===== src/common/rv_core_pkg.sv =====
package rv_core_pkg;

    //////////////////////////////////////////////////
    // widths and reset values
    //////////////////////////////////////////////////
    localparam int XLEN     = 32;
    localparam int NUM_REGS = 32;

    typedef logic [XLEN-1:0]             word_t;
    typedef logic [XLEN-1:0]             addr_t;
    typedef logic [$clog2(NUM_REGS)-1:0] reg_idx_t;

    localparam addr_t RESET_PC  = 32'h0000_0000;
    // addi x0, x0, 0
    localparam word_t NOP_INSTR = 32'h0000_0013;

    //////////////////////////////////////////////////
    // encodings
    //////////////////////////////////////////////////
    // major opcodes handled by the decoder
    typedef enum logic [6:0] {
        OP     = 7'b0110011,
        OP_IMM = 7'b0010011,
        LOAD   = 7'b0000011,
        STORE  = 7'b0100011,
        BRANCH = 7'b1100011,
        LUI    = 7'b0110111
    } opcode_e;

    typedef enum logic [2:0] {
        ALU_ADD,
        ALU_SUB,
        ALU_AND,
        ALU_OR,
        ALU_XOR,
        ALU_SLT,
        ALU_PASS_B
    } alu_op_e;

    // operand source in EX
    typedef enum logic [1:0] {
        FWD_NONE,
        FWD_MEM,
        FWD_WB
    } fwd_sel_e;

endpackage


===== src/verilog/fetch_stage.sv =====
`timescale 1ns/10ps

module fetch_stage import rv_core_pkg::*; (
    input  logic  clk,
    input  logic  rst_n_i,
    input  logic  stall_i,
    input  logic  redirect_i,
    input  addr_t redirect_pc_i,
    input  word_t rom_data_i,
    output addr_t rom_addr_o,
    output addr_t id_pc_o,
    output word_t id_instr_o
);

    addr_t pc_q;

    assign rom_addr_o = pc_q;

    // redirect beats stall, the wrong-path fetch is dropped
    always_ff @(posedge clk) begin
        if (!rst_n_i) begin
            pc_q       <= RESET_PC;
            id_instr_o <= NOP_INSTR;
        end else if (redirect_i) begin
            pc_q       <= redirect_pc_i;
            id_instr_o <= NOP_INSTR;
        end else if (!stall_i) begin
            pc_q       <= pc_q + 32'd4;
            id_instr_o <= rom_data_i;
        end
    end

    // pc of the instruction in ID, only used for branch targets
    always_ff @(posedge clk) begin
        if (!stall_i) begin
            id_pc_o <= pc_q;
        end
    end

endmodule


===== src/decode/inst_decoder.sv =====
`timescale 1ns/10ps

module inst_decoder import rv_core_pkg::*; (
    input  word_t    instr_i,
    output reg_idx_t rs1_o,
    output reg_idx_t rs2_o,
    output reg_idx_t rd_o,
    output word_t    imm_o,
    output alu_op_e  alu_op_o,
    output logic     alu_src_imm_o,
    output logic     reg_write_o,
    output logic     mem_read_o,
    output logic     mem_write_o,
    output logic     branch_o,
    output logic     branch_ne_o
);

    opcode_e    opcode;
    logic [2:0] funct3;
    logic [6:0] funct7;
    logic       writes_rd;
    word_t      imm_i;
    word_t      imm_s;
    word_t      imm_b;
    word_t      imm_u;

    assign opcode = opcode_e'(instr_i[6:0]);
    assign funct3 = instr_i[14:12];
    assign funct7 = instr_i[31:25];
    assign rd_o   = instr_i[11:7];

    // immediate formats
    assign imm_i = {{20{instr_i[31]}}, instr_i[31:20]};
    assign imm_s = {{20{instr_i[31]}}, instr_i[31:25], instr_i[11:7]};
    assign imm_b = {{19{instr_i[31]}}, instr_i[31], instr_i[7], instr_i[30:25],
                    instr_i[11:8], 1'b0};
    assign imm_u = {instr_i[31:12], 12'b0};

    // x0 is never a destination
    assign reg_write_o = writes_rd && (rd_o != '0);

    // source indices stay zero when unused, so no false hazards
    always_comb begin
        rs1_o         = '0;
        rs2_o         = '0;
        imm_o         = '0;
        alu_op_o      = ALU_ADD;
        alu_src_imm_o = 1'b0;
        writes_rd     = 1'b0;
        mem_read_o    = 1'b0;
        mem_write_o   = 1'b0;
        branch_o      = 1'b0;
        branch_ne_o   = 1'b0;
        case (opcode)
            OP: begin
                if (funct7 == 7'b0000000) begin
                    writes_rd = 1'b1;
                    case (funct3)
                        3'b000:  alu_op_o = ALU_ADD;
                        3'b010:  alu_op_o = ALU_SLT;
                        3'b100:  alu_op_o = ALU_XOR;
                        3'b110:  alu_op_o = ALU_OR;
                        3'b111:  alu_op_o = ALU_AND;
                        default: writes_rd = 1'b0;
                    endcase
                end else if (funct7 == 7'b0100000 && funct3 == 3'b000) begin
                    writes_rd = 1'b1;
                    alu_op_o  = ALU_SUB;
                end
                if (writes_rd) begin
                    rs1_o = instr_i[19:15];
                    rs2_o = instr_i[24:20];
                end
            end
            OP_IMM: begin
                // addi only
                if (funct3 == 3'b000) begin
                    writes_rd     = 1'b1;
                    alu_src_imm_o = 1'b1;
                    rs1_o         = instr_i[19:15];
                    imm_o         = imm_i;
                end
            end
            LOAD: begin
                if (funct3 == 3'b010) begin
                    writes_rd     = 1'b1;
                    mem_read_o    = 1'b1;
                    alu_src_imm_o = 1'b1;
                    rs1_o         = instr_i[19:15];
                    imm_o         = imm_i;
                end
            end
            STORE: begin
                if (funct3 == 3'b010) begin
                    mem_write_o   = 1'b1;
                    alu_src_imm_o = 1'b1;
                    rs1_o         = instr_i[19:15];
                    rs2_o         = instr_i[24:20];
                    imm_o         = imm_s;
                end
            end
            BRANCH: begin
                // beq and bne
                if (funct3[2:1] == 2'b00) begin
                    branch_o    = 1'b1;
                    branch_ne_o = funct3[0];
                    alu_op_o    = ALU_SUB;
                    rs1_o       = instr_i[19:15];
                    rs2_o       = instr_i[24:20];
                    imm_o       = imm_b;
                end
            end
            LUI: begin
                writes_rd     = 1'b1;
                alu_src_imm_o = 1'b1;
                alu_op_o      = ALU_PASS_B;
                imm_o         = imm_u;
            end
            default: begin
            end
        endcase
    end

endmodule


===== src/decode/reg_file.sv =====
`timescale 1ns/10ps

module reg_file import rv_core_pkg::*; (
    input  logic     clk,
    input  logic     rst_n_i,
    input  reg_idx_t rs1_i,
    input  reg_idx_t rs2_i,
    input  reg_idx_t rd_i,
    input  logic     we_i,
    input  word_t    wd_i,
    output word_t    rs1_data_o,
    output word_t    rs2_data_o
);

    word_t regs [NUM_REGS];
    logic  wr_en;

    assign wr_en = rst_n_i && we_i && (rd_i != '0);

    // x0 cleared in reset and never written after
    always_ff @(posedge clk) begin
        if (!rst_n_i) begin
            regs[0] <= '0;
        end else if (wr_en) begin
            regs[rd_i] <= wd_i;
        end
    end

    // writeback bypass so ID sees this cycle's result
    assign rs1_data_o = (wr_en && (rs1_i == rd_i)) ? wd_i : regs[rs1_i];
    assign rs2_data_o = (wr_en && (rs2_i == rd_i)) ? wd_i : regs[rs2_i];

    a_x0_reads_zero: assert property (@(posedge clk) disable iff (!rst_n_i)
        (rs1_i == '0) |-> (rs1_data_o == '0));

endmodule


===== src/verilog/hazard_unit.sv =====
`timescale 1ns/10ps

module hazard_unit import rv_core_pkg::*; (
    input  reg_idx_t ex_rs1_i,
    input  reg_idx_t ex_rs2_i,
    input  reg_idx_t id_rs1_i,
    input  reg_idx_t id_rs2_i,
    input  reg_idx_t ex_rd_i,
    input  reg_idx_t mem_rd_i,
    input  reg_idx_t wb_rd_i,
    input  logic     ex_mem_read_i,
    input  logic     mem_reg_write_i,
    input  logic     wb_reg_write_i,
    output fwd_sel_e fwd_a_o,
    output fwd_sel_e fwd_b_o,
    output logic     stall_o
);

    // the younger result in MEM wins over WB
    function automatic fwd_sel_e pick_src(reg_idx_t rs);
        if (rs != '0 && mem_reg_write_i && mem_rd_i == rs) begin
            return FWD_MEM;
        end else if (rs != '0 && wb_reg_write_i && wb_rd_i == rs) begin
            return FWD_WB;
        end
        return FWD_NONE;
    endfunction

    always_comb begin
        fwd_a_o = pick_src(ex_rs1_i);
        fwd_b_o = pick_src(ex_rs2_i);
    end

    ////////////////////////////////////////////////////
    // load-use, load data only exists after MEM
    ////////////////////////////////////////////////////
    assign stall_o = ex_mem_read_i && (ex_rd_i != '0) &&
                     ((ex_rd_i == id_rs1_i) || (ex_rd_i == id_rs2_i));

endmodule


===== src/execute/execute_stage.sv =====
`timescale 1ns/10ps

module execute_stage import rv_core_pkg::*; (
    input  logic     clk,
    input  logic     rst_n_i,
    input  logic     stall_i,
    input  fwd_sel_e fwd_a_i,
    input  fwd_sel_e fwd_b_i,
    input  reg_idx_t id_rs1_i,
    input  reg_idx_t id_rs2_i,
    input  reg_idx_t id_rd_i,
    input  word_t    id_imm_i,
    input  alu_op_e  id_alu_op_i,
    input  logic     id_alu_src_imm_i,
    input  logic     id_reg_write_i,
    input  logic     id_mem_read_i,
    input  logic     id_mem_write_i,
    input  logic     id_branch_i,
    input  logic     id_branch_ne_i,
    input  word_t    id_rs1_data_i,
    input  word_t    id_rs2_data_i,
    input  addr_t    id_pc_i,
    input  word_t    wb_data_i,
    output reg_idx_t ex_rs1_o,
    output reg_idx_t ex_rs2_o,
    output reg_idx_t ex_rd_o,
    output logic     ex_mem_read_o,
    output reg_idx_t mem_rd_o,
    output logic     mem_reg_write_o,
    output logic     mem_mem_read_o,
    output word_t    mem_addr_o,
    output word_t    mem_wdata_o,
    output logic     mem_we_o,
    output logic     redirect_o,
    output addr_t    redirect_pc_o
);

    logic    ex_reg_write_q;
    logic    ex_mem_write_q;
    logic    ex_branch_q;
    logic    ex_branch_ne_q;
    alu_op_e ex_alu_op_q;
    logic    ex_alu_src_imm_q;
    word_t   ex_imm_q;
    word_t   ex_rs1_data_q;
    word_t   ex_rs2_data_q;
    addr_t   ex_pc_q;
    logic    bubble;
    word_t   op_a;
    word_t   op_b_reg;
    word_t   op_b;
    word_t   alu_res;

    assign bubble = stall_i || redirect_o;

    //////////////////////////////////////////////////
    // ID/EX
    //////////////////////////////////////////////////
    always_ff @(posedge clk) begin
        if (!rst_n_i || bubble) begin
            ex_rs1_o       <= '0;
            ex_rs2_o       <= '0;
            ex_rd_o        <= '0;
            ex_reg_write_q <= 1'b0;
            ex_mem_read_o  <= 1'b0;
            ex_mem_write_q <= 1'b0;
            ex_branch_q    <= 1'b0;
            ex_branch_ne_q <= 1'b0;
        end else begin
            ex_rs1_o       <= id_rs1_i;
            ex_rs2_o       <= id_rs2_i;
            ex_rd_o        <= id_rd_i;
            ex_reg_write_q <= id_reg_write_i;
            ex_mem_read_o  <= id_mem_read_i;
            ex_mem_write_q <= id_mem_write_i;
            ex_branch_q    <= id_branch_i;
            ex_branch_ne_q <= id_branch_ne_i;
        end
    end

    always_ff @(posedge clk) begin
        ex_alu_op_q      <= id_alu_op_i;
        ex_alu_src_imm_q <= id_alu_src_imm_i;
        ex_imm_q         <= id_imm_i;
        ex_rs1_data_q    <= id_rs1_data_i;
        ex_rs2_data_q    <= id_rs2_data_i;
        ex_pc_q          <= id_pc_i;
    end

    // forwarding muxes
    always_comb begin
        case (fwd_a_i)
            FWD_MEM: op_a = mem_addr_o;
            FWD_WB:  op_a = wb_data_i;
            default: op_a = ex_rs1_data_q;
        endcase
        case (fwd_b_i)
            FWD_MEM: op_b_reg = mem_addr_o;
            FWD_WB:  op_b_reg = wb_data_i;
            default: op_b_reg = ex_rs2_data_q;
        endcase
    end

    assign op_b = ex_alu_src_imm_q ? ex_imm_q : op_b_reg;

    always_comb begin
        case (ex_alu_op_q)
            ALU_SUB:    alu_res = op_a - op_b;
            ALU_AND:    alu_res = op_a & op_b;
            ALU_OR:     alu_res = op_a | op_b;
            ALU_XOR:    alu_res = op_a ^ op_b;
            ALU_SLT:    alu_res = {31'b0, $signed(op_a) < $signed(op_b)};
            ALU_PASS_B: alu_res = op_b;
            default:    alu_res = op_a + op_b;
        endcase
    end

    // beq/bne resolve here, taken means flush IF/ID and ID/EX
    assign redirect_o    = ex_branch_q && ((op_a == op_b_reg) != ex_branch_ne_q);
    assign redirect_pc_o = ex_pc_q + ex_imm_q;

    //////////////////////////////////////////////////
    // EX/MEM
    //////////////////////////////////////////////////
    always_ff @(posedge clk) begin
        if (!rst_n_i) begin
            mem_rd_o        <= '0;
            mem_reg_write_o <= 1'b0;
            mem_mem_read_o  <= 1'b0;
            mem_we_o        <= 1'b0;
        end else begin
            mem_rd_o        <= ex_rd_o;
            mem_reg_write_o <= ex_reg_write_q;
            mem_mem_read_o  <= ex_mem_read_o;
            mem_we_o        <= ex_mem_write_q;
        end
    end

    // alu result doubles as address and writeback value
    always_ff @(posedge clk) begin
        mem_addr_o  <= alu_res;
        mem_wdata_o <= op_b_reg;
    end

    // the load-use stall must keep a load in MEM off the forward path
    a_no_fwd_from_load: assert property (@(posedge clk) disable iff (!rst_n_i)
        mem_mem_read_o |-> (fwd_a_i != FWD_MEM) && (fwd_b_i != FWD_MEM));

endmodule


===== src/verilog/mem_wb_stage.sv =====
`timescale 1ns/10ps

module mem_wb_stage import rv_core_pkg::*; (
    input  logic     clk,
    input  logic     rst_n_i,
    input  reg_idx_t mem_rd_i,
    input  logic     mem_reg_write_i,
    input  logic     mem_mem_read_i,
    input  word_t    mem_alu_i,
    input  word_t    ram_rdata_i,
    output reg_idx_t wb_rd_o,
    output logic     wb_reg_write_o,
    output word_t    wb_data_o
);

    logic  wb_mem_read_q;
    word_t wb_alu_q;
    word_t wb_load_q;

    always_ff @(posedge clk) begin
        if (!rst_n_i) begin
            wb_rd_o        <= '0;
            wb_reg_write_o <= 1'b0;
            wb_mem_read_q  <= 1'b0;
        end else begin
            wb_rd_o        <= mem_rd_i;
            wb_reg_write_o <= mem_reg_write_i;
            wb_mem_read_q  <= mem_mem_read_i;
        end
    end

    always_ff @(posedge clk) begin
        wb_alu_q  <= mem_alu_i;
        wb_load_q <= ram_rdata_i;
    end

    // word loads only, no extension needed
    assign wb_data_o = wb_mem_read_q ? wb_load_q : wb_alu_q;

endmodule


===== src/verilog/rv_core.sv =====
`timescale 1ns/10ps

module rv_core import rv_core_pkg::*; (
    input  logic  clk,
    input  logic  rst_n_i,
    output addr_t rom_addr_o,
    input  word_t rom_data_i,
    output addr_t ram_addr_o,
    output word_t ram_wdata_o,
    output logic  ram_we_o,
    output logic  ram_re_o,
    input  word_t ram_rdata_i
);

    // IF/ID
    addr_t    id_pc;
    word_t    id_instr;
    logic     stall;
    logic     redirect;
    addr_t    redirect_pc;

    // decode outputs
    reg_idx_t dec_rs1;
    reg_idx_t dec_rs2;
    reg_idx_t dec_rd;
    word_t    dec_imm;
    alu_op_e  dec_alu_op;
    logic     dec_alu_src_imm;
    logic     dec_reg_write;
    logic     dec_mem_read;
    logic     dec_mem_write;
    logic     dec_branch;
    logic     dec_branch_ne;
    word_t    rs1_data;
    word_t    rs2_data;

    // hazard and writeback
    fwd_sel_e fwd_a;
    fwd_sel_e fwd_b;
    reg_idx_t ex_rs1;
    reg_idx_t ex_rs2;
    reg_idx_t ex_rd;
    logic     ex_mem_read;
    reg_idx_t mem_rd;
    logic     mem_reg_write;
    reg_idx_t wb_rd;
    logic     wb_reg_write;
    word_t    wb_data;

    fetch_stage u_fetch (
        .clk           (clk),
        .rst_n_i       (rst_n_i),
        .stall_i       (stall),
        .redirect_i    (redirect),
        .redirect_pc_i (redirect_pc),
        .rom_data_i    (rom_data_i),
        .rom_addr_o    (rom_addr_o),
        .id_pc_o       (id_pc),
        .id_instr_o    (id_instr)
    );

    inst_decoder u_decoder (
        .instr_i       (id_instr),
        .rs1_o         (dec_rs1),
        .rs2_o         (dec_rs2),
        .rd_o          (dec_rd),
        .imm_o         (dec_imm),
        .alu_op_o      (dec_alu_op),
        .alu_src_imm_o (dec_alu_src_imm),
        .reg_write_o   (dec_reg_write),
        .mem_read_o    (dec_mem_read),
        .mem_write_o   (dec_mem_write),
        .branch_o      (dec_branch),
        .branch_ne_o   (dec_branch_ne)
    );

    reg_file u_reg_file (
        .clk        (clk),
        .rst_n_i    (rst_n_i),
        .rs1_i      (dec_rs1),
        .rs2_i      (dec_rs2),
        .rd_i       (wb_rd),
        .we_i       (wb_reg_write),
        .wd_i       (wb_data),
        .rs1_data_o (rs1_data),
        .rs2_data_o (rs2_data)
    );

    hazard_unit u_hazard (
        .ex_rs1_i        (ex_rs1),
        .ex_rs2_i        (ex_rs2),
        .id_rs1_i        (dec_rs1),
        .id_rs2_i        (dec_rs2),
        .ex_rd_i         (ex_rd),
        .mem_rd_i        (mem_rd),
        .wb_rd_i         (wb_rd),
        .ex_mem_read_i   (ex_mem_read),
        .mem_reg_write_i (mem_reg_write),
        .wb_reg_write_i  (wb_reg_write),
        .fwd_a_o         (fwd_a),
        .fwd_b_o         (fwd_b),
        .stall_o         (stall)
    );

    // MEM stage drives the data memory ports directly
    execute_stage u_execute (
        .clk              (clk),
        .rst_n_i          (rst_n_i),
        .stall_i          (stall),
        .fwd_a_i          (fwd_a),
        .fwd_b_i          (fwd_b),
        .id_rs1_i         (dec_rs1),
        .id_rs2_i         (dec_rs2),
        .id_rd_i          (dec_rd),
        .id_imm_i         (dec_imm),
        .id_alu_op_i      (dec_alu_op),
        .id_alu_src_imm_i (dec_alu_src_imm),
        .id_reg_write_i   (dec_reg_write),
        .id_mem_read_i    (dec_mem_read),
        .id_mem_write_i   (dec_mem_write),
        .id_branch_i      (dec_branch),
        .id_branch_ne_i   (dec_branch_ne),
        .id_rs1_data_i    (rs1_data),
        .id_rs2_data_i    (rs2_data),
        .id_pc_i          (id_pc),
        .wb_data_i        (wb_data),
        .ex_rs1_o         (ex_rs1),
        .ex_rs2_o         (ex_rs2),
        .ex_rd_o          (ex_rd),
        .ex_mem_read_o    (ex_mem_read),
        .mem_rd_o         (mem_rd),
        .mem_reg_write_o  (mem_reg_write),
        .mem_mem_read_o   (ram_re_o),
        .mem_addr_o       (ram_addr_o),
        .mem_wdata_o      (ram_wdata_o),
        .mem_we_o         (ram_we_o),
        .redirect_o       (redirect),
        .redirect_pc_o    (redirect_pc)
    );

    mem_wb_stage u_mem_wb (
        .clk             (clk),
        .rst_n_i         (rst_n_i),
        .mem_rd_i        (mem_rd),
        .mem_reg_write_i (mem_reg_write),
        .mem_mem_read_i  (ram_re_o),
        .mem_alu_i       (ram_addr_o),
        .ram_rdata_i     (ram_rdata_i),
        .wb_rd_o         (wb_rd),
        .wb_reg_write_o  (wb_reg_write),
        .wb_data_o       (wb_data)
    );

endmodule


===== config.mk =====
export PLATFORM = sky130hd
export DESIGN_NAME = rv_core
export DESIGN_NICKNAME = d
export VERILOG_FILES = /design/src/common/rv_core_pkg.sv /design/src/verilog/fetch_stage.sv /design/src/decode/inst_decoder.sv /design/src/decode/reg_file.sv /design/src/verilog/hazard_unit.sv /design/src/execute/execute_stage.sv /design/src/verilog/mem_wb_stage.sv /design/src/verilog/rv_core.sv
export SDC_FILE = /design/constraint.sdc
export NUM_CORES = 2
export LEC_CHECK = 0
export BUFFER_PORTS_ARGS = -buffer_cell sky130_fd_sc_hd__buf_2
export CAP_MARGIN = 20
export CORE_MARGIN = 2
export CORE_UTILIZATION = 35
export DETAILED_ROUTE_END_ITERATION = 16
export SYNTH_ARGS = -nofsm -noshare
export SYNTH_HDL_FRONTEND = slang
export SYNTH_SLANG_ARGS = --single-unit

===== constraint.sdc =====
create_clock -name clk -period 8 [get_ports clk]
set_input_delay 0.8 -clock clk [delete_from_list [all_inputs] [get_ports clk]]
set_output_delay 0.8 -clock clk [all_outputs]
set_load 0.02 [all_outputs]

==> results.txt <==
After clock tree synthesis, the repair step resized 0 gates. By area the synthesized netlist is led by sky130_fd_sc_hd__edfxtp_1 45%, sky130_fd_sc_hd__mux4_2 16%, sky130_fd_sc_hd__dfxtp_1 11%, sky130_fd_sc_hd__nand2_1 4.5%, sky130_fd_sc_hd__nand3_1 2.7%. The number of enable-type register cells in the synthesized netlist came out at 1,056. The mapped netlist covers 70,500 um^2.

The height of the chip came out at 453 um. The number of vias after detailed routing is 49,000. Among cell families on the critical path, the largest total delay comes from compound AO/OA/AOI/OAI gates. The number of placed cells counting well taps came out at 7,969. The overall routing resource usage is 22.9%. The count of final hold-check violations came to 0. The path class of the tightest hold or removal check is in -> reg. The post-route clock period utilization came out at 81.2%. The post-synthesis average cell area came out at 13.1 um^2.

The total count of max-transition violations in the final report came out at 0. The endpoint class of the critical path is a register. The floorplan step defined a core boundary enclosing 200,000 um^2. Based on the critical path, the design can be clocked at up to 0.154 GHz.

At the worst endpoint, the arrival time is 7.22 ns. The nature of the critical path startpoint is a register. sky130_fd_sc_hd__edfxtp_1 is the most common cell in the netlist.

The post-route non-filler standard cell count is 8,272. The overall die width came out at 453 um. The DRC violations left is 0. The number of hold buffers added after CTS was 0. The area taken by multi-input logic gates is 29,200 um^2. The total overflow reported by the global router is 0.

The global-route wire length before repair is 341,000 um. The average wire per standard cell is 29.0 um. The commonest cells after synthesis are 1,056 x sky130_fd_sc_hd__edfxtp_1, 842 x sky130_fd_sc_hd__nand2_1, 512 x sky130_fd_sc_hd__mux4_2. In this run, the number of DRC markers left after iteration 0 of detailed routing was 6,304. The data required time of the critical path came out at 8.72 ns. The remaining max-slew budget at the tightest pin is 23.7%. The highest-delay cell along the critical path is sky130_fd_sc_hd__o211ai_1. The fraction of layout cells with a size suffix above 1 is 21.6%. The number of antenna violations at the first check in global routing came out at 13.

The area used by sequential logic in the layout is 39,600 um^2. Together, buffers and inverters on the worst path number 2. The share of flip-flops with an asynchronous set or reset after synthesis is 0%. For this design the static power due to leakage is 26.8 nW. The worst-path maximum fanout came out at 22. Once detail routing completed, the nets flagged for antenna violations numbered 0.

The total chip power came out at 16.8 mW. The number of different library cells in the post-synthesis netlist is 101. The number of synthesis warnings came out at 0.

The post-CTS setup-driven buffer insertion count came out at 0. Among all flip-flop cells after synthesis, the most frequent one is sky130_fd_sc_hd__edfxtp_1. The clock drives 1,449 sinks.

Compared with the post-synthesis result, the final layout area differs by 13.5%. The maximum vdd ir drop is 195 uV. The setup clock skew after layout came out at 0.0667 ns. The detail-routed via count per cell came out at 5.93.

Global routing consumed, on the met1 layer, 30.7% of the routing resources. The net count of the finished layout is 5,676. TritonCTS built the clock tree. The flow ran to the end, and the final reports show no timing, DRC or antenna violations.

The fraction of synthesized cell area taken by the top area cell type is 45.0%. The number of iterations in the first detailed-routing pass came out at 8. In this run the number of H-tree levels came out at 4. Dividing total power by cell area gives a power density of 210 nW/um^2. When the netlist entered floorplanning its net count stood at 5,595. Fill cells in the final layout number 18,400. The maximum root-to-sink buffer count came out at 3. The routed design could run at a clock period as short as 6.50 ns.

After detailed routing, the total wire length is 240,000 um. Global routing used 35.8% of the available met2 tracks. The share of synthesized area occupied by flip-flops and latches is 56.1%. The largest total area in the synthesized netlist belongs to sky130_fd_sc_hd__edfxtp_1. The maximum cell stage delay along the critical path is 0.73 ns. The site row count came out at 164. Traced cell by cell, the critical path runs through or4_4, o211ai_1, nor2_2, buf_4, a21oi_1, o21ai_0, mux2i_1, ha_1, inv_1, o21ai_0, a211o_1, o211ai_1, o41a_1, o2111ai_1, a311oi_4, nor3_1, or4b_1, a21o_1, a222oi_1.

Setup violations remaining at the end of the flow were counted as 0. For the pin with the worst max-slew slack, the measured transition is 1.11 ns. The initial utilization of the core area, before any placement, comes to 35.2%. The total negative slack came out at 0 ns. The number of instances in the synthesized netlist came out at 5,400.

The layer carrying the most global-route usage is met2. Clock tree synthesis selected as its root buffer the cell sky130_fd_sc_hd__clkbuf_16. The worst setup path is of the reg -> reg kind.

The number of global-route vias before repair is 47,800. The count of boundary I/O pins came out at 164. In this run the tool buffered the top-level ports with 163 buffer cells. The met3 layer usage reported by global route is 4.98%. Clock latency on the worst-skew pair, taken at its later pin, is 0.82 ns. The full die area came out at 205,000 um^2. The largest net degree at the start of global routing is 130. The synthesized design contains 1,449 register bits. Summed over all nets, the half-perimeter wirelength after detailed placement is 146,000 um. The register clock-pin slew on the reported worst setup and hold paths came out at 0.06 ns. The number of maximum-capacitance violations is 0. Setup repair after global routing left no endpoint under its margin. Clock tree synthesis inserted a total of 156 buffers.

The routability congestion estimate is 0.915.
## cells by family (layout without fill, tap and decap cells)
logic type,count (synthesis),after routing,synth area share (%)
and+or+nand+nor,1687,1687,10.7
DFF,1449,1449,56.1
xor gates and xnor gates,130,130,1.61
other,0,4,0
buffers and inverters,524,736,3.00
adders and majority gates,129,129,2.30
muxes,680,680,18.8
AOI/OAI and AO/OA,801,801,7.44
## area by class of cell
type | count | area share (%)
well taps | 2656 | 4.15
flip-flops and latches | 1449 | 49.4
diodes | 4 | 0.0125
clock buffers | 225 | 5.65
repair buffers | 299 | 2.58
clock inverters | 64 | 0.981
inverters | 148 | 0.694
multi-input cells | 3427 | 36.5
## where the power goes
group / leakage (nW) / internal [mW] / switching, mW
clock network: 2.59 / 4.30 / 3.15
registers: 10.8 / 8.11 / 0.219
logic: 13.4 / 0.361 / 0.673
## state kept, by name, indices dropped and copies added (netlist names), 32 cells and up, named ones only
register	flops
u_execute.ex_imm_q	32
u_execute.ex_pc_q	32
u_execute.mem_addr_o	32
u_execute.mem_wdata_o	32
u_fetch.id_instr_o	32
u_fetch.id_pc_o	32
u_fetch.rom_addr_o	32
u_mem_wb.wb_alu_q	32
u_mem_wb.wb_load_q	32
u_reg_file.regs	1024
## through the flow
stage	instance area (um^2)	setup slack [ns]	hold slack [ns]	utilization [%]
detailed placement	74500	1.67	0.328	37.2
global route	80100	1.23	0.0430	40.0
CTS	79800	1.65	0.0277	39.9
floorplan	70500	2.65	0.323	-
finish	80100	1.50	0.0821	40.0
global placement	74500	1.79	0.326	37.2
## layer usage
layer / wire, um / share of wire (%)
met1: 94200 / 39
met2: 110000 / 46
met3: 24700 / 10
met4: 10500 / 4.4
met5: 47 / 0.020
## cells in the final DEF, fill, tap and decap left out, drive strengths merged, types with 179 or more instances in the layout
| master | instances |
|---|---|
| o21ai | 212 |
| edfxtp | 1056 |
| nand3 | 390 |
| nand2 | 842 |
| a21oi | 221 |
| clkbuf | 226 |
| dfxtp | 393 |
| buf | 298 |
| mux4 | 512 |
| nor2 | 179 |
## path summary, 6_finish.rpt
path	startpoint	end	slack, ns	cells after the start
hold reg to reg	u_fetch.id_pc_o[31]	u_execute.ex_pc_q[31]	0.32	0
setup reg to reg	u_execute.ex_rs2_o[1]	u_execute.mem_addr_o[0]	1.50	19
setup / recovery	u_execute.ex_rs2_o[1]	u_execute.mem_addr_o[0]	1.50	19
hold / removal	ram_rdata_i[16]	u_mem_wb.wb_load_q[16]	0.08	1
(Power assumes the default switching activity.)
